### src/verilog/pwm_defines.svh
// ====================
// PWM subsystem constants
// Bus width, register map, identification word,
// read latency and counter width
// ====================
`ifndef PWM_DEFINES_SVH
`define PWM_DEFINES_SVH

// Data and address width of APB and of the simple bus
`define PWM_DATA_W 32

// Width of the period counter and of the period and duty fields
`define PWM_CNT_W 16

// Cycles from a sampled read strobe to read_valid, valid range 1 to 4
`define PWM_READ_LATENCY 2

// Register offsets, decoded on address bits 3:2 with all higher bits zero
`define PWM_OFS_CTRL 32'h0000_0000
`define PWM_OFS_PERIOD 32'h0000_0004
`define PWM_OFS_DUTY 32'h0000_0008
`define PWM_OFS_ID 32'h0000_000C

// Constant identification word, read only
`define PWM_ID_VALUE 32'h5057_4D01

`endif

### src/verilog/pwm_pkg.sv
// ====================
// PWM subsystem types
// APB and simple bus bundles, CTRL word layout
// and the configuration handed to the generator
// ====================
`include "pwm_defines.svh"

package pwm_pkg;

    // Master side of APB, as driven into the slave
    typedef struct packed {
        logic                   psel;
        logic                   penable;
        logic                   pwrite;
        logic [`PWM_DATA_W-1:0] paddr;
        logic [`PWM_DATA_W-1:0] pwdata;
    } apb_req_t;

    // Slave answer on APB
    typedef struct packed {
        logic                   pready;
        logic [`PWM_DATA_W-1:0] prdata;
        logic                   pslverr;
    } apb_rsp_t;

    // Simple bus request, strobes last a single cycle
    typedef struct packed {
        logic [`PWM_DATA_W-1:0] address;
        logic                   read_strobe;
        logic                   write_strobe;
        logic [`PWM_DATA_W-1:0] write_data;
    } sb_req_t;

    // Simple bus read answer, read_valid is a one cycle pulse
    typedef struct packed {
        logic [`PWM_DATA_W-1:0] read_data;
        logic                   read_valid;
    } sb_rsp_t;

    // Field view of the CTRL register
    typedef struct packed {
        logic [`PWM_DATA_W-3:0] reserved;
        logic                   invert;
        logic                   enable;
    } pwm_ctrl_t;

    // The register block keeps the raw word, the generator reads the fields
    typedef union packed {
        logic [`PWM_DATA_W-1:0] raw;
        pwm_ctrl_t              fields;
    } pwm_ctrl_u;

    // Live settings from the register block to the generator
    typedef struct packed {
        pwm_ctrl_u              ctrl;
        logic [`PWM_CNT_W-1:0]  period;
        logic [`PWM_CNT_W-1:0]  duty;
    } pwm_cfg_t;

endpackage

### src/verilog/apb_sb_bridge.sv
// ====================
// APB slave to simple bus bridge
// Turns APB setup cycles into single cycle strobes and
// holds PREADY low until read data comes back
// ====================
`timescale 1ns/1ps
`include "pwm_defines.svh"

module apb_sb_bridge import pwm_pkg::*; (
    input  logic     PCLK,
    input  logic     PRESETn,
    input  apb_req_t apb_req,
    output apb_rsp_t apb_rsp,
    output sb_req_t  sb_req,
    input  sb_rsp_t  sb_rsp
);

    // Only one read can be outstanding, so two states are enough
    typedef enum logic {
        IDLE,
        WAIT_READ
    } bridge_state_e;

    bridge_state_e state;

    logic                   pready_q;
    logic [`PWM_DATA_W-1:0] prdata_q;
    logic                   setup_phase;

    // An APB setup cycle is selected but not yet enabled
    assign setup_phase = apb_req.psel && !apb_req.penable;

    // Strobes follow the setup cycle directly, so a write lands
    // in the register block at the edge that ends setup
    always_comb begin
        sb_req = '0;
        if (setup_phase) begin
            sb_req.address = apb_req.paddr;
            if (apb_req.pwrite) begin
                sb_req.write_strobe = 1'b1;
                sb_req.write_data   = apb_req.pwdata;
            end else begin
                sb_req.read_strobe = 1'b1;
            end
        end
    end

    // Read handshake
    // PREADY drops at the end of a read setup and comes back
    // one edge after read_valid, together with the captured data
    always_ff @(posedge PCLK) begin
        if (!PRESETn) begin
            state    <= IDLE;
            pready_q <= 1'b1;
            prdata_q <= '0;
        end else begin
            case (state)
                IDLE: begin
                    if (setup_phase && !apb_req.pwrite) begin
                        state    <= WAIT_READ;
                        pready_q <= 1'b0;
                    end
                end
                WAIT_READ: begin
                    if (sb_rsp.read_valid) begin
                        state    <= IDLE;
                        pready_q <= 1'b1;
                        prdata_q <= sb_rsp.read_data;
                    end
                end
                default: begin
                    state    <= IDLE;
                    pready_q <= 1'b1;
                end
            endcase
        end
    end

    // No error responses are ever produced
    assign apb_rsp.pready  = pready_q;
    assign apb_rsp.prdata  = prdata_q;
    assign apb_rsp.pslverr = 1'b0;

endmodule

### src/verilog/pwm_regs.sv
// ====================
// PWM register block
// CTRL, PERIOD and DUTY storage on the simple bus,
// identification word and a fixed latency read path
// ====================
`timescale 1ns/1ps
`include "pwm_defines.svh"

module pwm_regs import pwm_pkg::*; (
    input  logic     PCLK,
    input  logic     PRESETn,
    input  sb_req_t  sb_req,
    output sb_rsp_t  sb_rsp,
    output pwm_cfg_t cfg
);

    pwm_ctrl_u              ctrl_q;
    logic [`PWM_DATA_W-1:0] period_q;
    logic [`PWM_DATA_W-1:0] duty_q;

    // Word aligned addresses, bits 1:0 are not part of the decode
    logic [`PWM_DATA_W-1:0] wr_addr;
    logic [`PWM_DATA_W-1:0] rd_addr;

    // Sampled read request
    logic                   rd_pend_q;
    logic [`PWM_DATA_W-1:0] rd_addr_q;
    logic [`PWM_DATA_W-1:0] rd_word;

    // Read pipeline, one entry per cycle of latency
    logic [`PWM_READ_LATENCY-1:0] vld_pipe;
    logic [`PWM_DATA_W-1:0]       data_pipe [`PWM_READ_LATENCY];

    assign wr_addr = {sb_req.address[`PWM_DATA_W-1:2], 2'b00};
    assign rd_addr = {rd_addr_q[`PWM_DATA_W-1:2], 2'b00};

    // Register writes take effect at the edge that samples the strobe
    // Unmapped offsets and the ID word silently drop the write
    always_ff @(posedge PCLK) begin
        if (!PRESETn) begin
            ctrl_q.raw <= '0;
            period_q   <= '0;
            duty_q     <= '0;
        end else if (sb_req.write_strobe) begin
            case (wr_addr)
                `PWM_OFS_CTRL:   ctrl_q.raw <= sb_req.write_data;
                `PWM_OFS_PERIOD: period_q   <= sb_req.write_data;
                `PWM_OFS_DUTY:   duty_q     <= sb_req.write_data;
                default: ;
            endcase
        end
    end

    // First stage of the read path holds the request itself
    always_ff @(posedge PCLK) begin
        if (!PRESETn) begin
            rd_pend_q <= 1'b0;
        end else begin
            rd_pend_q <= sb_req.read_strobe;
        end
    end

    always_ff @(posedge PCLK) begin
        if (sb_req.read_strobe) begin
            rd_addr_q <= sb_req.address;
        end
    end

    // Word selection for the captured address
    // Anything outside the map reads back as zero
    always_comb begin
        case (rd_addr)
            `PWM_OFS_CTRL:   rd_word = ctrl_q.raw;
            `PWM_OFS_PERIOD: rd_word = period_q;
            `PWM_OFS_DUTY:   rd_word = duty_q;
            `PWM_OFS_ID:     rd_word = `PWM_ID_VALUE;
            default:         rd_word = '0;
        endcase
    end

    // Shift pipeline for the valid bit
    // Its depth alone sets the read latency
    always_ff @(posedge PCLK) begin
        if (!PRESETn) begin
            vld_pipe <= '0;
        end else begin
            vld_pipe[0] <= rd_pend_q;
            for (int i = 1; i < `PWM_READ_LATENCY; i++) begin
                vld_pipe[i] <= vld_pipe[i-1];
            end
        end
    end

    // Data moves alongside the valid bit
    always_ff @(posedge PCLK) begin
        data_pipe[0] <= rd_word;
        for (int i = 1; i < `PWM_READ_LATENCY; i++) begin
            data_pipe[i] <= data_pipe[i-1];
        end
    end

    assign sb_rsp.read_valid = vld_pipe[`PWM_READ_LATENCY-1];
    assign sb_rsp.read_data  = data_pipe[`PWM_READ_LATENCY-1];

    // Generator settings, only the low bits of period and duty matter
    assign cfg.ctrl   = ctrl_q;
    assign cfg.period = period_q[`PWM_CNT_W-1:0];
    assign cfg.duty   = duty_q[`PWM_CNT_W-1:0];

endmodule

### src/verilog/pwm_generator.sv
// ====================
// PWM generator
// Period counter with shadowed period and duty,
// registered PWM output and start of period pulse
// ====================
`timescale 1ns/1ps
`include "pwm_defines.svh"

module pwm_generator import pwm_pkg::*; (
    input  logic     PCLK,
    input  logic     PRESETn,
    input  pwm_cfg_t cfg,
    output logic     pwm_out,
    output logic     period_start
);

    logic                  enable;
    logic                  invert;

    // Shadow copies, only refreshed at a period boundary
    logic [`PWM_CNT_W-1:0] shadow_period;
    logic [`PWM_CNT_W-1:0] shadow_duty;
    logic [`PWM_CNT_W-1:0] cnt;

    logic [`PWM_CNT_W-1:0] last_cnt;
    logic                  period_end;
    logic                  reload;

    assign enable = cfg.ctrl.fields.enable;
    assign invert = cfg.ctrl.fields.invert;

    // A period of zero behaves like a period of one
    assign last_cnt   = (shadow_period == '0) ? '0 : shadow_period - 1'b1;
    assign period_end = (cnt == last_cnt);

    // Reloading only here means a new setting never cuts a period short
    assign reload = !enable || period_end;

    always_ff @(posedge PCLK) begin
        if (!PRESETn) begin
            shadow_period <= '0;
            shadow_duty   <= '0;
        end else if (reload) begin
            shadow_period <= cfg.period;
            shadow_duty   <= cfg.duty;
        end
    end

    // Counter runs 0 to period-1 and parks at zero while disabled
    always_ff @(posedge PCLK) begin
        if (!PRESETn) begin
            cnt <= '0;
        end else if (!enable || period_end) begin
            cnt <= '0;
        end else begin
            cnt <= cnt + 1'b1;
        end
    end

    // Outputs are registered from the current count so they never glitch
    // They lag the counter by one cycle, which keeps the two in step
    always_ff @(posedge PCLK) begin
        if (!PRESETn) begin
            pwm_out      <= 1'b0;
            period_start <= 1'b0;
        end else if (enable) begin
            pwm_out      <= (cnt < shadow_duty) ^ invert;
            period_start <= (cnt == '0);
        end else begin
            // Idle level follows the polarity setting
            pwm_out      <= invert;
            period_start <= 1'b0;
        end
    end

endmodule

### src/verilog/pwm_apb_top.sv
// ====================
// APB controlled PWM channel
// Bridge, register block and generator
// ====================
`timescale 1ns/1ps

module pwm_apb_top import pwm_pkg::*; (
    input  logic     PCLK,
    input  logic     PRESETn,
    input  apb_req_t apb_req,
    output apb_rsp_t apb_rsp,
    output logic     pwm_out,
    output logic     period_start
);

    sb_req_t  sb_req;
    sb_rsp_t  sb_rsp;
    pwm_cfg_t cfg;

    // APB front end
    apb_sb_bridge u_bridge (
        .PCLK    (PCLK),
        .PRESETn (PRESETn),
        .apb_req (apb_req),
        .apb_rsp (apb_rsp),
        .sb_req  (sb_req),
        .sb_rsp  (sb_rsp)
    );

    // Register map on the simple bus
    pwm_regs u_regs (
        .PCLK    (PCLK),
        .PRESETn (PRESETn),
        .sb_req  (sb_req),
        .sb_rsp  (sb_rsp),
        .cfg     (cfg)
    );

    // Output stage
    pwm_generator u_gen (
        .PCLK         (PCLK),
        .PRESETn      (PRESETn),
        .cfg          (cfg),
        .pwm_out      (pwm_out),
        .period_start (period_start)
    );

endmodule

### config.mk
export PLATFORM = sky130hd
export DESIGN_NAME = pwm_apb_top
export DESIGN_NICKNAME = d
export VERILOG_FILES = /design/src/verilog/pwm_pkg.sv /design/src/verilog/apb_sb_bridge.sv /design/src/verilog/pwm_regs.sv /design/src/verilog/pwm_generator.sv /design/src/verilog/pwm_apb_top.sv
export VERILOG_INCLUDE_DIRS = /design/src /design/src/verilog
export SDC_FILE = /design/constraint.sdc
export NUM_CORES = 1
export LEC_CHECK = 0
export ABC_AREA = 1
export BUFFER_PORTS_ARGS = -buffer_cell sky130_fd_sc_hd__buf_4
export CORE_AREA = 5 5 200 202
export DETAILED_ROUTE_END_ITERATION = 7
export DIE_AREA = 0 0 205 207
export SETUP_SLACK_MARGIN = 0.15
export SYNTH_ARGS = -nofsm -noshare
export SYNTH_HDL_FRONTEND = slang
export SYNTH_SLANG_ARGS = --single-unit
### constraint.sdc
create_clock -name PCLK -period 3.57 [get_ports PCLK]
set_input_delay 0.5355 -clock PCLK [delete_from_list [all_inputs] [get_ports PCLK]]
set_output_delay 0.5355 -clock PCLK [all_outputs]
set_load 0.02 [all_outputs]
==> metrics.log <==
INFO  metric wirelength = 29.4 mm
INFO  metric route.detailed.vias_per_inst = 4.59
INFO  metric hpwlAfterDp = 19.6 mm
INFO  metric power.ir.vdd_worst = 0.412 mV
INFO  metric cts-buffers-inserted = 29
INFO  metric max_cap_violations = 0
INFO  metric synth-xor-area-share = 0.0102
INFO  metric place_area = 12500 um^2
INFO  metric post_route_cells_drive_above_1_share = 0.123
INFO  metric finalHoldViolations = 0
INFO  metric ys_async_sr_fraction = 0
INFO  metric post_synth_top_area_share = 0.442
INFO  metric combPwrFrac = 0.078
INFO  metric synth_top_family_by_area = simple AND/OR/NAND/NOR gates
INFO  metric dr_total_vias = 9300
INFO  metric skew = 0.00911 ns
INFO  metric power_per_cell_area = 512 nW/um^2
INFO  metric status = finished, final reports clean
INFO  metric rsz_0062_raised_after_global_routing = false
INFO  metric yosysSeqAreaShare = 0.522
INFO  metric dr.first_iter.drc_count = 556
INFO  metric timing.critical_path.arrival = 3.24 ns
INFO  metric regToRegEndpoint = u_gen.cnt[15]$_SDFF_PP0_
INFO  metric clock_sink_count = 277
INFO  metric timing.setup.critical_path_class = register to register
INFO  metric fp.coreArea = 38100 um^2
INFO  metric wire_per_inst = 14.5 um
INFO  metric placementRows = 72
INFO  metric nFillCells = 3963
INFO  metric first_global_vias = 8900
INFO  metric ant_nets = 0
INFO  metric synthAdderAreaFrac = 0.0201
INFO  metric netSwitchingFraction = 0.239
INFO  metric drcViolationCount = 0
INFO  metric yosys_warnings = 0
INFO  metric worst-r2r-cell-count = 15
INFO  metric register_bit_count_reported_by_yosys = 277
INFO  metric pin_count_of_the_biggest_net_entering_global_routing = 107
INFO  metric finalCriticalPeriod = 2.80 ns
INFO  metric share_seq_of_total_power = 0.461
INFO  metric maximum_fanout_along_the_worst_path = 65
INFO  metric netlist-cell-type-count = 35
INFO  metric cts.path.max_buffers = 3
INFO  metric fin_setup_tns = 0 ns
INFO  metric grt_first_pass_wirelength = 46.9 mm
INFO  metric postCtsSetupBuffers = 0
INFO  metric total_of_buffers_placed_on_input_and_output_ports = 101
INFO  metric synth_edf_count = 30
INFO  metric yosysTopAreaCell = dfxtp_1
INFO  metric simple_gate_portion_of_the_synthesized_area = 0.196
INFO  metric post-layout-total-power = 6890 uW
INFO  metric hold_path_class = primary input to register
INFO  metric clock_tree_root_driver_cell = clkbuf_16
INFO  metric min_delay_path_depth = 3
INFO  metric dieArea = 42400 um^2
INFO  metric synth_fp_nets = 1498
INFO  metric muxShareOfSynthArea = 0
INFO  metric reg2reg_slack = 0.77 ns
INFO  metric crit_path_start_kind = register
INFO  metric floorplan.initialDensity = 0.294
INFO  metric worstSetupStartpoint = u_gen.shadow_period[0]$_SDFFE_PN0P_
INFO  metric ctsHtreeMaxLevel = 1
INFO  metric fmax = 358 MHz
INFO  metric tritoncts = yes
INFO  metric synth_compound_area_frac = 0.153
INFO  metric area.growth.synth_to_final = 20.4%
INFO  metric p_clk_frac = 0.461
INFO  metric power.switching = 1650 uW
INFO  metric synthesized_instance_count = 1411
INFO  metric clk_transition_reported_paths = 0.06 ns
INFO  metric maxSlewViolCount = 0
INFO  metric synthMostInstantiatedCell = dfxtp_1
INFO  metric clk_latency = 0.56 ns
INFO  metric netlist_area = 11200 um^2
INFO  metric synth_flop_cell = dfxtp_1
INFO  metric post-route-period-util = 0.783
INFO  metric synth.avg_cell_area = 7.93 um^2
INFO  metric finish.instance_area = 13500 um^2
INFO  metric grt.overflow.total = 0
INFO  metric critical_path_required = 4.01 ns
INFO  metric synth_common_cells = dfxtp_1 (247), nor2_1 (228), inv_1 (194), nand2_1 (167), a21oi_1 (126)
INFO  metric gp_congestion = 0.896
INFO  metric grt_antenna_before_repair = 0
INFO  metric grt.total_usage = 0.133
INFO  metric multi_input_area = 4260 um^2
INFO  metric worstHoldEndpoint = u_regs.ctrl_q[27]$_SDFFE_PN0P_
INFO  metric top_post_synthesis_cells_by_area = dfxtp_1 (44%), edfxtp_1 (8.0%), nor2_1 (7.6%)
INFO  metric intPower = 5250 uW
INFO  metric worstSetupEndpointType = register
INFO  metric tightestPinTransition = 0.862 ns
INFO  metric detailed_routing_iteration_count_for_the_pre_antenna_repair_pass = 5
INFO  metric die-height = 207 um
INFO  metric nets = 1573
INFO  metric num_antenna_cells = 0
INFO  metric boundaryPins = 105
INFO  metric chipWidth = 205 um
INFO  metric r2r-start = u_gen.shadow_period[0]$_SDFFE_PN0P_
INFO  metric hold_start = apb_req[27]
INFO  metric ff_latch_area = 5850 um^2
INFO  metric slew_headroom = 0.425
INFO  metric p_leak = 0.00512 uW
INFO  metric setup_violations = 0
INFO  metric cts.repair.resized = 0
INFO  metric cts_hold_buf = 0
-- cell type report --
type,instances,area share
timing repair buffer,123,0.0713
inverter,198,0.0551
multi-input combinational,857,0.316
tap,518,0.0481
clock inverter,11,0.0110
clock buffer,42,0.0643
sequential,277,0.434
-- worst max path at each step --
| stage | to | slack [ns] | depth (start not counted) |
|---|---|---|---|
| after floorplan | u_bridge.pready_q$_SDFFE_PN1P_ | 0.90 | 7 |
| after global placement | u_regs.duty_q[23]$_SDFFE_PN0P_ | 0.73 | 13 |
| after detailed placement | u_regs.duty_q[18]$_SDFFE_PN0P_ | 0.68 | 13 |
| after CTS | u_gen.cnt[15]$_SDFF_PP0_ | 0.77 | 15 |
| after global routing | u_gen.cnt[14]$_SDFF_PP0_ | 0.47 | 15 |
| final | u_gen.cnt[15]$_SDFF_PP0_ | 0.77 | 15 |
-- power by group through the flow --
stage | clock [uW] | sequential, uW | combinational (uW)
after floorplan | 0 | 3250 | 404
after global placement | 0 | 3250 | 535
after detailed placement | 0 | 3250 | 536
after CTS | 3250 | 3180 | 539
after global routing | 3380 | 3180 | 596
final | 3180 | 3180 | 538
-- cells by family after synthesis --
family                   Yosys count
buffers and inverters            277
adder cells (fa/ha/maj)           18
other                              1
XOR/XNOR                          13
AO/OA/AOI/OAI                    302
flip-flops                       277
AND/OR/NAND/NOR                  523
-- metal layers --
layer / wire length (um) / GRT usage / share of wire
met2: 13500 / 0.219 / 0.46
met3: 1540 / 0.0208 / 0.052
met4: 697 / 0.0326 / 0.024
met1: 13600 / 0.185 / 0.46
met5: 0 / 0 / 0
-- critical path, cell delays in order (launching register included) --
cell	delay (ns)
dfxtp_1	0.30
inv_1	0.15
ha_1	0.25
nand2_2	0.14
nor2_1	0.15
nand2_2	0.33
nand2_1	0.17
nand2_1	0.06
a21oi_1	0.12
nand2_1	0.07
nor2_1	0.17
nand3_2	0.12
buf_12	0.20
nand3_1	0.10
buf_4	0.24
nor2_1	0.07
-- layout by cell type (no fill, tap or decap), types with 12 or more instances in the layout --
master     instances
dfxtp_1          246
nor2_1           227
inv_1            194
nand2_1          167
a21oi_1          126
buf_4            120
o21ai_0          113
nand3_1           74
o221ai_1          32
clkbuf_16         31
edfxtp_1          30
nand4_1           26
a211oi_1          26
ha_1              18
xor2_1            12
-- stage by stage --
step / setup WS (ns) / instances / util / hold WS (ns)
6_report: 0.775 / 2026 / 0.354 / 0.269
4_1_cts: 0.774 / 2026 / 0.354 / 0.249
3_3_place_gp: 0.730 / 1973 / 0.327 / 0.311
5_1_grt: 0.469 / 2026 / 0.354 / 0.261
2_1_floorplan: 0.897 / 1411 / - / 0.310
3_5_place_dp: 0.682 / 1973 / 0.327 / 0.312
-- state kept, by name (all words and copies together) (netlist names), 16 cells and up --
signal / cells
u_gen.cnt: 16
u_regs.period_q: 32
u_regs.ctrl_q: 32
u_gen.shadow_duty: 16
u_regs.duty_q: 32
u_gen.shadow_period: 16
u_bridge.prdata_q: 32
u_regs.rd_addr_q: 30
u_regs.data_pipe: 64
(Power assumes the default switching activity.)
